**src/design/mult_cfg_pkg.sv**
```systemverilog
//////////////////////////////////////////////////////////////////////
// Data widths of the execute stage multiplier
// Widths are fixed by the instruction set and are not meant to change
// The word is split into 16-bit halves and 8-bit lanes
//////////////////////////////////////////////////////////////////////

package mult_cfg_pkg;

  // Operand, result and accumulator width
  localparam int DATA_W = 32;

  // Sum width including the carry bit
  localparam int WIDE_W = DATA_W + 1;

  // Subword and 16-bit lane width
  localparam int HALF_W = 16;

  // Byte lane width
  localparam int LANE8_W = 8;

  // Lane counts in the vector modes
  localparam int N_LANE16 = DATA_W / HALF_W;
  localparam int N_LANE8  = DATA_W / LANE8_W;

  //////////////////////////////////////////////////////////////////////
  // Data vector types
  //////////////////////////////////////////////////////////////////////

  // One operand, result or accumulator value
  typedef logic [DATA_W-1:0] word_t;

  // Full width sum with the carry in the top bit
  typedef logic [WIDE_W-1:0] wide_t;

  // One selected 16-bit subword
  typedef logic [HALF_W-1:0] half_t;

endpackage

```
**src/design/mult_op_pkg.sv**
```systemverilog
//////////////////////////////////////////////////////////////////////
// Operation encoding of the multiplier and controller state names
// Vector mode codes follow the processor decoder
// Bit 1 of select and sign fields refers to operand A, bit 0 to B
//////////////////////////////////////////////////////////////////////

package mult_op_pkg;

  //////////////////////////////////////////////////////////////////////
  // Vector modes
  //////////////////////////////////////////////////////////////////////

  // Lane arrangement of one operation
  typedef logic [1:0] vec_mode_t;

  // Full 32-bit multiply
  localparam vec_mode_t VEC_MODE32  = 2'b00;
  // Selected 16-bit halves, extended to 32 bits
  localparam vec_mode_t VEC_MODE216 = 2'b01;
  // Two independent 16-bit lanes
  localparam vec_mode_t VEC_MODE16  = 2'b10;
  // Four independent 8-bit lanes
  localparam vec_mode_t VEC_MODE8   = 2'b11;

  //////////////////////////////////////////////////////////////////////
  // Subword select and sign control
  //////////////////////////////////////////////////////////////////////

  // Set bit picks the high half of the operand
  typedef logic [1:0] subword_sel_t;

  // Set bit sign-extends the selected half
  typedef logic [1:0] signed_mode_t;

  // Bit positions inside the select and sign fields
  localparam int A_BIT = 1;
  localparam int B_BIT = 0;

  // Handshake controller states
  typedef enum logic [1:0]
  {
    CTRL_IDLE,
    CTRL_CALC,
    CTRL_DONE
  } ctrl_state_t;

endpackage

```
**src/design/mult.sv**
```systemverilog
//////////////////////////////////////////////////////////////////////
// Combinational multiply-accumulate core, result expected in a flop
// Carry-in is used only in VEC_MODE32 and VEC_MODE216
// Lane modes wrap inside each lane and give no carry
//////////////////////////////////////////////////////////////////////

`timescale 1ns/1ps

module mult
  import mult_cfg_pkg::*;
  import mult_op_pkg::*;
(
  input  vec_mode_t    vector_mode_i,
  input  subword_sel_t sel_subword_i,
  input  signed_mode_t signed_mode_i,
  input  logic         use_carry_i,
  input  logic         mac_en_i,

  input  word_t        op_a_i,
  input  word_t        op_b_i,
  input  word_t        mac_i,
  input  logic         carry_i,

  output word_t        result_o,
  output logic         carry_o,
  output logic         overflow_o
);

  word_t mac_int;
  logic  carry_in;
  half_t a_half;
  half_t b_half;
  word_t op_a_sel;
  word_t op_b_sel;
  wide_t full_sum;
  word_t lane16_sum;
  word_t lane8_sum;
  wide_t result;

  // Addend is the accumulator only for MAC operations
  assign mac_int  = mac_en_i ? mac_i : '0;
  assign carry_in = use_carry_i & carry_i;

  //////////////////////////////////////////////////////////////////////
  // Subword selection and extension
  //////////////////////////////////////////////////////////////////////

  always_comb
  begin
    // Pick low or high half of each operand
    a_half = sel_subword_i[A_BIT] ? op_a_i[DATA_W-1 -: HALF_W] : op_a_i[HALF_W-1:0];
    b_half = sel_subword_i[B_BIT] ? op_b_i[DATA_W-1 -: HALF_W] : op_b_i[HALF_W-1:0];

    // Other modes use the operands untouched
    op_a_sel = op_a_i;
    op_b_sel = op_b_i;

    if (vector_mode_i == VEC_MODE216)
    begin
      // Sign or zero extension per operand
      op_a_sel = {{HALF_W{signed_mode_i[A_BIT] & a_half[HALF_W-1]}}, a_half};
      op_b_sel = {{HALF_W{signed_mode_i[B_BIT] & b_half[HALF_W-1]}}, b_half};
    end
  end

  //////////////////////////////////////////////////////////////////////
  // Sums for each mode
  //////////////////////////////////////////////////////////////////////

  // 33-bit sum, top bit becomes the carry
  assign full_sum = wide_t'(mac_int) + wide_t'(op_a_sel) * wide_t'(op_b_sel)
                  + wide_t'(carry_in);

  always_comb
  begin
    // Each 16-bit lane wraps on its own
    for (int i = 0; i < N_LANE16; i++)
    begin
      lane16_sum[i*HALF_W +: HALF_W] = mac_int[i*HALF_W +: HALF_W]
        + op_a_sel[i*HALF_W +: HALF_W] * op_b_sel[i*HALF_W +: HALF_W];
    end

    // Same for the byte lanes
    for (int j = 0; j < N_LANE8; j++)
    begin
      lane8_sum[j*LANE8_W +: LANE8_W] = mac_int[j*LANE8_W +: LANE8_W]
        + op_a_sel[j*LANE8_W +: LANE8_W] * op_b_sel[j*LANE8_W +: LANE8_W];
    end
  end

  // Lane modes carry nothing out
  always_comb
  begin
    case (vector_mode_i)
      VEC_MODE16: result = {1'b0, lane16_sum};
      VEC_MODE8:  result = {1'b0, lane8_sum};
      default:    result = full_sum;
    endcase
  end

  assign result_o   = result[DATA_W-1:0];
  assign carry_o    = result[DATA_W];

  // Sign change between raw accumulator input and result
  assign overflow_o = mac_i[DATA_W-1] ^ result[DATA_W-1];

endmodule

```
**src/design/mult_acc_regs.sv**
```systemverilog
//////////////////////////////////////////////////////////////////////
// Accumulator and carry register for chained MAC operations
// Written only on the completion pulse, cleared by reset
// Holds raw core outputs, including lane results
//////////////////////////////////////////////////////////////////////

`timescale 1ns/1ps

module mult_acc_regs
  import mult_cfg_pkg::*;
(
  input  logic  clk,
  input  logic  reset_i,

  // Completion pulse and core outputs to store
  input  logic  done_i,
  input  word_t result_i,
  input  logic  carry_i,

  // Addend and carry toward the core
  output word_t acc_o,
  output logic  carry_o
);

  // Carry in the top bit, accumulator below
  wide_t acc_q;

  //////////////////////////////////////////////////////////////////////
  // Storage
  //////////////////////////////////////////////////////////////////////

  always_ff @(posedge clk)
  begin
    if (reset_i)
    begin
      acc_q <= '0;
    end
    else if (done_i)
    begin
      // Latest result feeds the next MAC
      acc_q <= {carry_i, result_i};
    end
  end

  assign acc_o   = acc_q[DATA_W-1:0];
  assign carry_o = acc_q[DATA_W];

  //////////////////////////////////////////////////////////////////////
  // Checks
  //////////////////////////////////////////////////////////////////////

  // Stored value moves only right after a completion
  acc_stable_between_done: assert property (
    @(posedge clk) disable iff (reset_i)
    (!$past(done_i) && !$past(reset_i)) |-> $stable(acc_q)
  )
  else
    $error("accumulator changed without done_i");

endmodule

```
**src/design/mult_req_ctrl.sv**
```systemverilog
//////////////////////////////////////////////////////////////////////
// Four-phase req/ack controller with operand and result registers
// One operation in flight, ack_o one cycle after acceptance edge
// Operands must stay valid while req_i is high and ack_o low
//////////////////////////////////////////////////////////////////////

`timescale 1ns/1ps

module mult_req_ctrl
  import mult_cfg_pkg::*;
  import mult_op_pkg::*;
(
  input  logic         clk,
  input  logic         reset_i,

  // Issuing side
  input  logic         req_i,
  input  vec_mode_t    vector_mode_i,
  input  subword_sel_t sel_subword_i,
  input  signed_mode_t signed_mode_i,
  input  logic         use_carry_i,
  input  logic         mac_en_i,
  input  word_t        op_a_i,
  input  word_t        op_b_i,
  output logic         ack_o,
  output logic         done_o,

  // Captured operation toward the core
  output vec_mode_t    vector_mode_o,
  output subword_sel_t sel_subword_o,
  output signed_mode_t signed_mode_o,
  output logic         use_carry_o,
  output logic         mac_en_o,
  output word_t        op_a_o,
  output word_t        op_b_o,

  // Core outputs and their registered copies
  input  word_t        core_result_i,
  input  logic         core_carry_i,
  input  logic         core_overflow_i,
  output word_t        result_o,
  output logic         carry_o,
  output logic         overflow_o
);

  ctrl_state_t state_q;
  ctrl_state_t state_d;
  logic        accept;

  // New request taken only from idle
  assign accept = (state_q == CTRL_IDLE) && req_i;

  //////////////////////////////////////////////////////////////////////
  // Handshake FSM
  //////////////////////////////////////////////////////////////////////

  always_comb
  begin
    state_d = state_q;
    case (state_q)
      CTRL_IDLE:
      begin
        if (accept)
          state_d = CTRL_CALC;
      end
      // Core settles within one cycle
      CTRL_CALC:
        state_d = CTRL_DONE;
      // Back-pressure, wait for req_i to drop
      CTRL_DONE:
      begin
        if (!req_i)
          state_d = CTRL_IDLE;
      end
      default:
        state_d = CTRL_IDLE;
    endcase
  end

  always_ff @(posedge clk)
  begin
    if (reset_i)
      state_q <= CTRL_IDLE;
    else
      state_q <= state_d;
  end

  // Result capture edge ends the CALC cycle
  assign done_o = (state_q == CTRL_CALC);
  assign ack_o  = (state_q == CTRL_DONE);

  //////////////////////////////////////////////////////////////////////
  // Operand and result registers
  //////////////////////////////////////////////////////////////////////

  always_ff @(posedge clk)
  begin
    if (accept)
    begin
      vector_mode_o <= vector_mode_i;
      sel_subword_o <= sel_subword_i;
      signed_mode_o <= signed_mode_i;
      use_carry_o   <= use_carry_i;
      mac_en_o      <= mac_en_i;
      op_a_o        <= op_a_i;
      op_b_o        <= op_b_i;
    end
  end

  // Held for the whole ack_o interval
  always_ff @(posedge clk)
  begin
    if (done_o)
    begin
      result_o   <= core_result_i;
      carry_o    <= core_carry_i;
      overflow_o <= core_overflow_i;
    end
  end

  // ack_o may only come up during an open request
  ack_needs_req: assert property (
    @(posedge clk) disable iff (reset_i)
    $rose(ack_o) |-> $past(req_i)
  )
  else
    $error("ack_o rose while req_i low");

  // Accepted request pulses done_o once, at the edge where ack_o rises
  done_with_ack: assert property (
    @(posedge clk) disable iff (reset_i)
    accept |=> done_o ##1 ($rose(ack_o) && !done_o)
  )
  else
    $error("done_o pulse not aligned with rise of ack_o");

endmodule

```
**src/design/mult_unit_top.sv**
```systemverilog
//////////////////////////////////////////////////////////////////////
// Multiply and MAC unit of the execute stage
// Four-phase req/ack, results valid while ack_o is high
// Accumulator chains MAC operations without a register file
//////////////////////////////////////////////////////////////////////

`timescale 1ns/1ps

module mult_unit_top
  import mult_cfg_pkg::*;
  import mult_op_pkg::*;
(
  input  logic         clk,
  input  logic         reset_i,

  input  logic         req_i,
  input  vec_mode_t    vector_mode_i,
  input  subword_sel_t sel_subword_i,
  input  signed_mode_t signed_mode_i,
  input  logic         use_carry_i,
  input  logic         mac_en_i,
  input  word_t        op_a_i,
  input  word_t        op_b_i,

  output logic         ack_o,
  output word_t        result_o,
  output logic         carry_o,
  output logic         overflow_o
);

  // Captured operation
  vec_mode_t    vector_mode_q;
  subword_sel_t sel_subword_q;
  signed_mode_t signed_mode_q;
  logic         use_carry_q;
  logic         mac_en_q;
  word_t        op_a_q;
  word_t        op_b_q;

  // Core outputs and accumulator feedback
  word_t        core_result;
  logic         core_carry;
  logic         core_overflow;
  logic         done;
  word_t        acc;
  logic         acc_carry;

  //////////////////////////////////////////////////////////////////////
  // Instances
  //////////////////////////////////////////////////////////////////////

  mult_req_ctrl i_ctrl (
    .clk             (clk),
    .reset_i         (reset_i),
    .req_i           (req_i),
    .vector_mode_i   (vector_mode_i),
    .sel_subword_i   (sel_subword_i),
    .signed_mode_i   (signed_mode_i),
    .use_carry_i     (use_carry_i),
    .mac_en_i        (mac_en_i),
    .op_a_i          (op_a_i),
    .op_b_i          (op_b_i),
    .ack_o           (ack_o),
    .done_o          (done),
    .vector_mode_o   (vector_mode_q),
    .sel_subword_o   (sel_subword_q),
    .signed_mode_o   (signed_mode_q),
    .use_carry_o     (use_carry_q),
    .mac_en_o        (mac_en_q),
    .op_a_o          (op_a_q),
    .op_b_o          (op_b_q),
    .core_result_i   (core_result),
    .core_carry_i    (core_carry),
    .core_overflow_i (core_overflow),
    .result_o        (result_o),
    .carry_o         (carry_o),
    .overflow_o      (overflow_o)
  );

  mult i_mult (
    .vector_mode_i (vector_mode_q),
    .sel_subword_i (sel_subword_q),
    .signed_mode_i (signed_mode_q),
    .use_carry_i   (use_carry_q),
    .mac_en_i      (mac_en_q),
    .op_a_i        (op_a_q),
    .op_b_i        (op_b_q),
    .mac_i         (acc),
    .carry_i       (acc_carry),
    .result_o      (core_result),
    .carry_o       (core_carry),
    .overflow_o    (core_overflow)
  );

  // Written at the same edge as the result register
  mult_acc_regs i_acc (
    .clk      (clk),
    .reset_i  (reset_i),
    .done_i   (done),
    .result_i (core_result),
    .carry_i  (core_carry),
    .acc_o    (acc),
    .carry_o  (acc_carry)
  );

endmodule

```
**config.mk**
```make
export PLATFORM = sky130hd
export DESIGN_NAME = mult_unit_top
export DESIGN_NICKNAME = d
export VERILOG_FILES = /design/src/design/mult_cfg_pkg.sv /design/src/design/mult_op_pkg.sv /design/src/design/mult.sv /design/src/design/mult_acc_regs.sv /design/src/design/mult_req_ctrl.sv /design/src/design/mult_unit_top.sv
export SDC_FILE = /design/constraint.sdc
export NUM_CORES = 2
export LEC_CHECK = 0
export ABC_AREA = 1
export CAP_MARGIN = 10
export CORE_AREA = 2 2 313 222
export DETAILED_ROUTE_END_ITERATION = 10
export DIE_AREA = 0 0 315 224
export DONT_BUFFER_PORTS = 1
export PLACE_DENSITY_LB_ADDON = 0.12
export SLEW_MARGIN = 40
export SYNTH_ARGS = -nofsm -noshare
export SYNTH_HDL_FRONTEND = slang
export SYNTH_SLANG_ARGS = --single-unit
```
**constraint.sdc**
```tcl
create_clock -name clk -period 7.3 [get_ports clk]
set_clock_uncertainty 0.05 [all_clocks]
set_input_delay 1.46 -clock clk [delete_from_list [all_inputs] [get_ports clk]]
set_output_delay 1.46 -clock clk [all_outputs]
set_load 0.01 [all_outputs]
```
; Word-level counts from Yosys, hierarchy flattened
; Index checks and enable logic that the tools add are counted.
[totals]
register_bits = 141
input_bits = 75
output_inout_bits = 35
word_cells = 50
[classes]
addsub = 8
n_mul = 7
eq_ne = 7
muxes = 9
bitwise = 4
n_reduce_logical = 3
[op_table]
columns = cell, n
row1 = $mux 32, 3
row2 = $pmux 33 s2, 1
row3 = $add 32x33->33, 1
row4 = $add 33x1->33, 1
row5 = $mul 32x32->33, 1
row6 = $add 16x16->16, 2
row7 = $add 8x8->8, 4
row8 = $mul 16x16->16, 2
row9 = $mul 8x8->8, 4
row10 = $mux 16, 2
row11 = $eq 2x2->1 const B, 3
row12 = $pmux 2 s3, 1
row13 = $eq 2x1->1 const B, 2
row14 = $mux 2, 2
row15 = $and 1x1->1, 3
row16 = $logic_not 2->1, 1
row17 = $ne 2x1->1 const B, 1
row18 = $ne 2x2->1 const B, 1
row19 = $reduce_and 2->1, 1
row20 = $logic_and 1x1->1, 1
row21 = $xor 1x1->1, 1

; Longest topological paths before layout
[logic_depth]
ltp_word = 8
ltp_mapped = 43

; Hierarchy
; A second synthesis with hierarchy kept.
[unflattened]
cells_unflattened = 4400
hier_area_um2 = 35695.5
[by_module_without_submodules]
columns = mod, instances, cells_per_inst, area_each_um2, seq_area_each_um2
row1 = mult, 1, 4071, 31062.3, 0.0
row2 = mult_req_ctrl, 1, 120, 3283.1, 3223.1
row3 = mult_acc_regs, 1, 209, 1350.0, 660.6

; Least setup slack after synthesis
; Ideal clock, no wire load.
[synth_path]
path_type = reg2reg
startpoint = reg i_ctrl.vector_mode_o[1]
endpoint = reg i_ctrl.overflow_o, data pin
setup_ps = 253
arrival_time_ps = 7604
setup_slack_ps = -607
path_stages_with_launch = 37
period_less_slack_ps = 7907
cell_sequence = edfxtp_1 -> buf_6 -> inv_4 -> nand2_2 -> nor2_2 -> or2_2 -> o21ai_1 -> clkbuf_1 -> inv_1 -> clkbuf_1 -> nand2_1 -> fa_1 -> inv_1 -> fa_1 -> fa_1 -> inv_1 -> fa_1 -> inv_1 -> fa_1 -> inv_1 -> fa_1 -> inv_1 -> fa_1 -> inv_1 -> fa_1 -> inv_1 -> ha_1 -> a21oi_1 -> o21ai_0 -> a21oi_1 -> inv_1 -> a221oi_1 -> nand2_1 -> o21ai_0 -> nand3_1 -> nand2_1 -> nand2_1
[synth_between]
elab_chain_cells = 7
word_cells_on_any_way = 14
cone_classes = add/sub (4) / mul (3) / eq/ne (3) / mux (3) / bitwise (1)
[synth_rtl]
columns = item, line
row1 = "start, declared", mult_req_ctrl.sv:29  ; output vec_mode_t vector_mode_o,
row2 = "start signal, assigned", mult_req_ctrl.sv:100  ; vector_mode_o <= vector_mode_i;
row3 = $eq 2x1->1, mult.sv:58  ; if (vector_mode_i == VEC_MODE216)
row4 = $mux 32, mult.sv:58
row5 = $mul 32x32->33, mult.sv:71  ; assign full_sum = wide_t'(mac_int) + wide_t'(op_a_sel) * wide_t'(op_b_sel)
row6 = $add 32x33->33, mult.sv:71
row7 = $add 33x1->33, mult.sv:72  ; + wide_t'(carry_in);
row8 = $pmux 33 s2 *, mult.sv:94  ; case (vector_mode_i)
row9 = named net core_result[31], mult_unit_top.sv:41  ; word_t core_result;
row10 = $xor 1x1->1 *, mult.sv:105  ; assign overflow_o = mac_i[DATA_W-1] ^ result[DATA_W-1];
row11 = named net core_overflow, mult_unit_top.sv:43  ; logic core_overflow;
row12 = "end signal, assigned", mult_req_ctrl.sv:117  ; overflow_o <= core_overflow_i;
row13 = "end, declared", mult_req_ctrl.sv:43  ; output logic overflow_o
; Mark *: on every way through the listed nets, which the timed path passes. The rest lies on a longest branch.
; A chain may end at the register's enable or synchronous reset.

; Final worst setup path
; Ends and elaborated chain as after synthesis.

==> results.txt <==
- Final setup TNS: -11.72 ns
- Critical setup path kind: reg2reg
- The detailed router placed 30012 vias in this run.
- Counting flops with a built-in enable in the synthesized netlist gives 106.
* Effective utilization at floorplan: 0.526
* Delay of the slowest cell on the worst path: 0.57 ns
* Pin count of the biggest net entering global routing: 72
- DR DRC count: 0
- Synth cell types: 51
- Nets@finish: 5966
- Final setup violating endpoints: 35
- Multi-input gate area: 0.0274 mm^2
- Counting stages on the worst path, the most repeated cell is fa_1.
- Max-slew violation total from the final report: 0
- Top_reg_cell synth: edfxtp_1
- Global route total overflow: 0
* Antenna violations before repair: 3
- Across the run, the number of max-cap violations was 0.
* Site Rows: 80
* Layout-stage area growth over the synthesis result: 21.6%
- The number of nets in the synthesized netlist is 5435.
- Averaged over all synthesized cells, the footprint is 8.17 um^2.
- Die W: 315 um
* Relative slew slack: 0.505
- Data on the critical path is required at its endpoint by 7.49 ns.
- In the final layout, flip-flops and latches occupy 0.00388 mm^2.
* Share of the cycle needed by the critical path after routing: 1.08
- Clock-pin slew of the registers on the worst-case setup and hold paths: 0.06 ns
- Along the worst path, the maximum fanout reaches 18.
* Highest clock frequency the design can meet: 0.127 GHz
* Post-synthesis async set-or-reset flop share: 0
- The slowest stage of the critical path is the fa_1 cell.
- Transition at the pin with the smallest max-transition slack: 0.743 ns
- Number of nets with antenna violations after detailed routing: 0
* Met2 Resource Use GR: 0.483
- In this run, placement finished with an instance count of 5730.
- The clock reaches the later pin of the worst-skew pair after 0.49 ns.
* Total of flip-flops plus latches after synthesis: 141
- H-tree depth: 4
* Type of element launching the critical path: register
* Area of the mapped netlist: 0.0355 mm^2
- Fin crit period: 7.85 ns
* # IOs: 110
- The first TritonRoute pass finished after 7 iterations.
- The clock net in this run drives a total of 141 sinks.
* Number of DRC markers after the initial detailed-route iteration: 3156
* Setup WS post-layout: -0.548 ns
- The layout has 5936 filler cells.
- Type of the tightest min-delay check: reg2reg
* Total CTS buffers: 17
- Met1 usage: 0.536
- The floorplan step set the die height to 224 um.
- CTS tree: built
- The count of cells in the finished layout, fillers not included, comes to 5795.
- Wire length of the first global-routing pass: 188 mm
* Via count of the first global-routing pass: 29998
- The share of the Yosys chip area taken by registers is 0.109.
- The tightest hold path in the finished design has a slack of 0.445 ns.
- The cell sitting at the root of the clock tree is a clkbuf_16.
* Average detailed-routed wire length per instance: 21.8 um
- Busiest metal layer after global routing: met1
* Total wirelength of the detailed-routed design: 127 mm
- Setup repair after global routing missed its margin: true
- Fraction of layout instances using a drive strength above 1: 0.195
- Overall fraction of global-route tracks in use: 0.371
* Floorplan core area: 0.0676 mm^2
* Arrival time reported for the critical path endpoint: 8.04 ns
* Met3 usage in global routing: 0.192
- Number of buffers between clock root and the deepest sink: 2
- Placer's final routability congestion estimate: 1.04
- Summed over all nets, the half-perimeter wirelength after detailed placement is 109 mm.
- The final reports fail on negative setup slack.
- Setup crit end kind: register
* Per-cell via count in the routed design: 5.18
- Count of endpoints failing hold in the final timing report: 0
- The flow ran to the end, but the final reports show violations.
- Synthesis handed over a netlist of 4347 instances.
* Count of input and output buffers: 0
- Die area: 0.0706 mm^2
* Yosys warning count: 0
sequential cells by signal (all words and copies together) (netlist names):
name	cells
i_acc.acc_q	33
i_ctrl.vector_mode_o	2
i_ctrl.use_carry_o	1
i_ctrl.overflow_o	1
i_ctrl.signed_mode_o	2
i_ctrl.op_a_o	32
i_ctrl.op_b_o	32
i_ctrl.carry_o	1
i_ctrl.mac_en_o	1
i_ctrl.state_q	2
i_ctrl.result_o	32
i_ctrl.sel_subword_o	2
layout make-up:
cell class / count / area share
clock inverters: 10 / 0.00284
diodes: 2 / 0.000116
repair buffers: 644 / 0.126
flip-flops and latches: 141 / 0.0899
well taps: 902 / 0.0261
clock buffers: 22 / 0.0117
multi-input cells: 2836 / 0.635
inverters: 1238 / 0.109
synthesized netlist by cell type (10+ instances only):
cell type	number	area, um^2
ha_1	292	3650
nor3_1	10	50.1
edfxtp_1	106	3180
xor2_1	58	508
o211ai_1	13	97.6
nor2_1	536	2010
inv_1	1216	4560
or2_2	18	113
nand2_2	13	81.3
buf_2	21	105
fa_1	721	14400
xnor2_1	56	490
o21ai_0	89	445
a21oi_1	96	480
nand3_1	102	510
o21ai_1	22	110
nand3b_1	16	120
nand2_1	724	2720
clkbuf_1	96	360
dfxtp_1	35	701
inv_2	13	48.8
routing by layer:
layer / vias up / routed length, um
met2: 1504 / 49000
met1: 14702 / 54700
met4: 0 / 2810
met5: - / 0
met3: 133 / 19900
li1: 13673 / -
critical path: cells and delay by family, from the launching register on:
family                   cells  cell delay, ns
flip-flops                   1            0.40
buffers and inverters       11            1.33
AO/OA/AOI/OAI                5            0.90
adder cells (fa/ha/maj)      9            4.33
AND/OR/NAND/NOR              6            0.59
kinds of logic after synthesis:
family,Yosys count,synth area share
AOI/OAI and AO/OA,265,0.0429
xor gates and xnor gates,116,0.0292
adders and majority gates,1013,0.509
buffers and inverters,1370,0.146
DFF,141,0.109
and+or+nand+nor,1442,0.163
through the flow:
| step | area [um^2] | utilization | setup slack, ns |
|---|---|---|---|
| 5_1_grt | 43200 | 0.640 | -0.822 |
| 4_1_cts | 42700 | 0.632 | -0.469 |
| 6_report | 43200 | 0.640 | -0.548 |
| 3_3_place_gp | 41400 | 0.613 | -0.849 |
| 2_1_floorplan | 35900 | - | -0.0567 |
| 3_5_place_dp | 41400 | 0.613 | -0.936 |
worst paths after layout:
check                                                        from                        endpoint  slack (ns)  depth (start not counted)
worst max-delay path            i_ctrl.vector_mode_o[1]$_DFFE_PP_     i_ctrl.overflow_o$_DFFE_PN_       -0.55                         31
worst min-delay path               i_ctrl.state_q[0]$_SDFFE_PP0P_  i_ctrl.state_q[0]$_SDFFE_PP0P_        0.44                          1
worst max register to register  i_ctrl.vector_mode_o[1]$_DFFE_PP_     i_ctrl.overflow_o$_DFFE_PN_       -0.55                         31
worst min register to register     i_ctrl.state_q[0]$_SDFFE_PP0P_  i_ctrl.state_q[0]$_SDFFE_PP0P_        0.44                          1
what timing repair did:
action | CTS | global route
buffers inserted | 19 | 12
setup endpoints to repair | 45 | 47
pin swaps | 24 | 32
hold buffers | 0 | 0
cloned | 0 | 0
gates resized for setup | 136 | 125
placed cells by master, fill, tap and decap left out, drive strengths merged, types with 5 or more instances in the layout:
| master | n |
|---|---|
| o211ai | 13 |
| buf | 644 |
| xor2 | 58 |
| nand2 | 739 |
| or2 | 19 |
| fa | 721 |
| nand4 | 9 |
| nand3 | 105 |
| dfxtp | 35 |
| nor3 | 10 |
| inv | 1230 |
| nor2 | 541 |
| o21bai | 5 |
| a21oi | 97 |
| nand3b | 16 |
| a21o | 9 |
| clkinv | 12 |
| edfxtp | 106 |
| o21ai | 124 |
| ha | 292 |
| xnor2 | 57 |
| clkbuf | 22 |
Power is not shown: default switching activity piles up to over one toggle a cycle in this logic, so the estimate is an artifact.
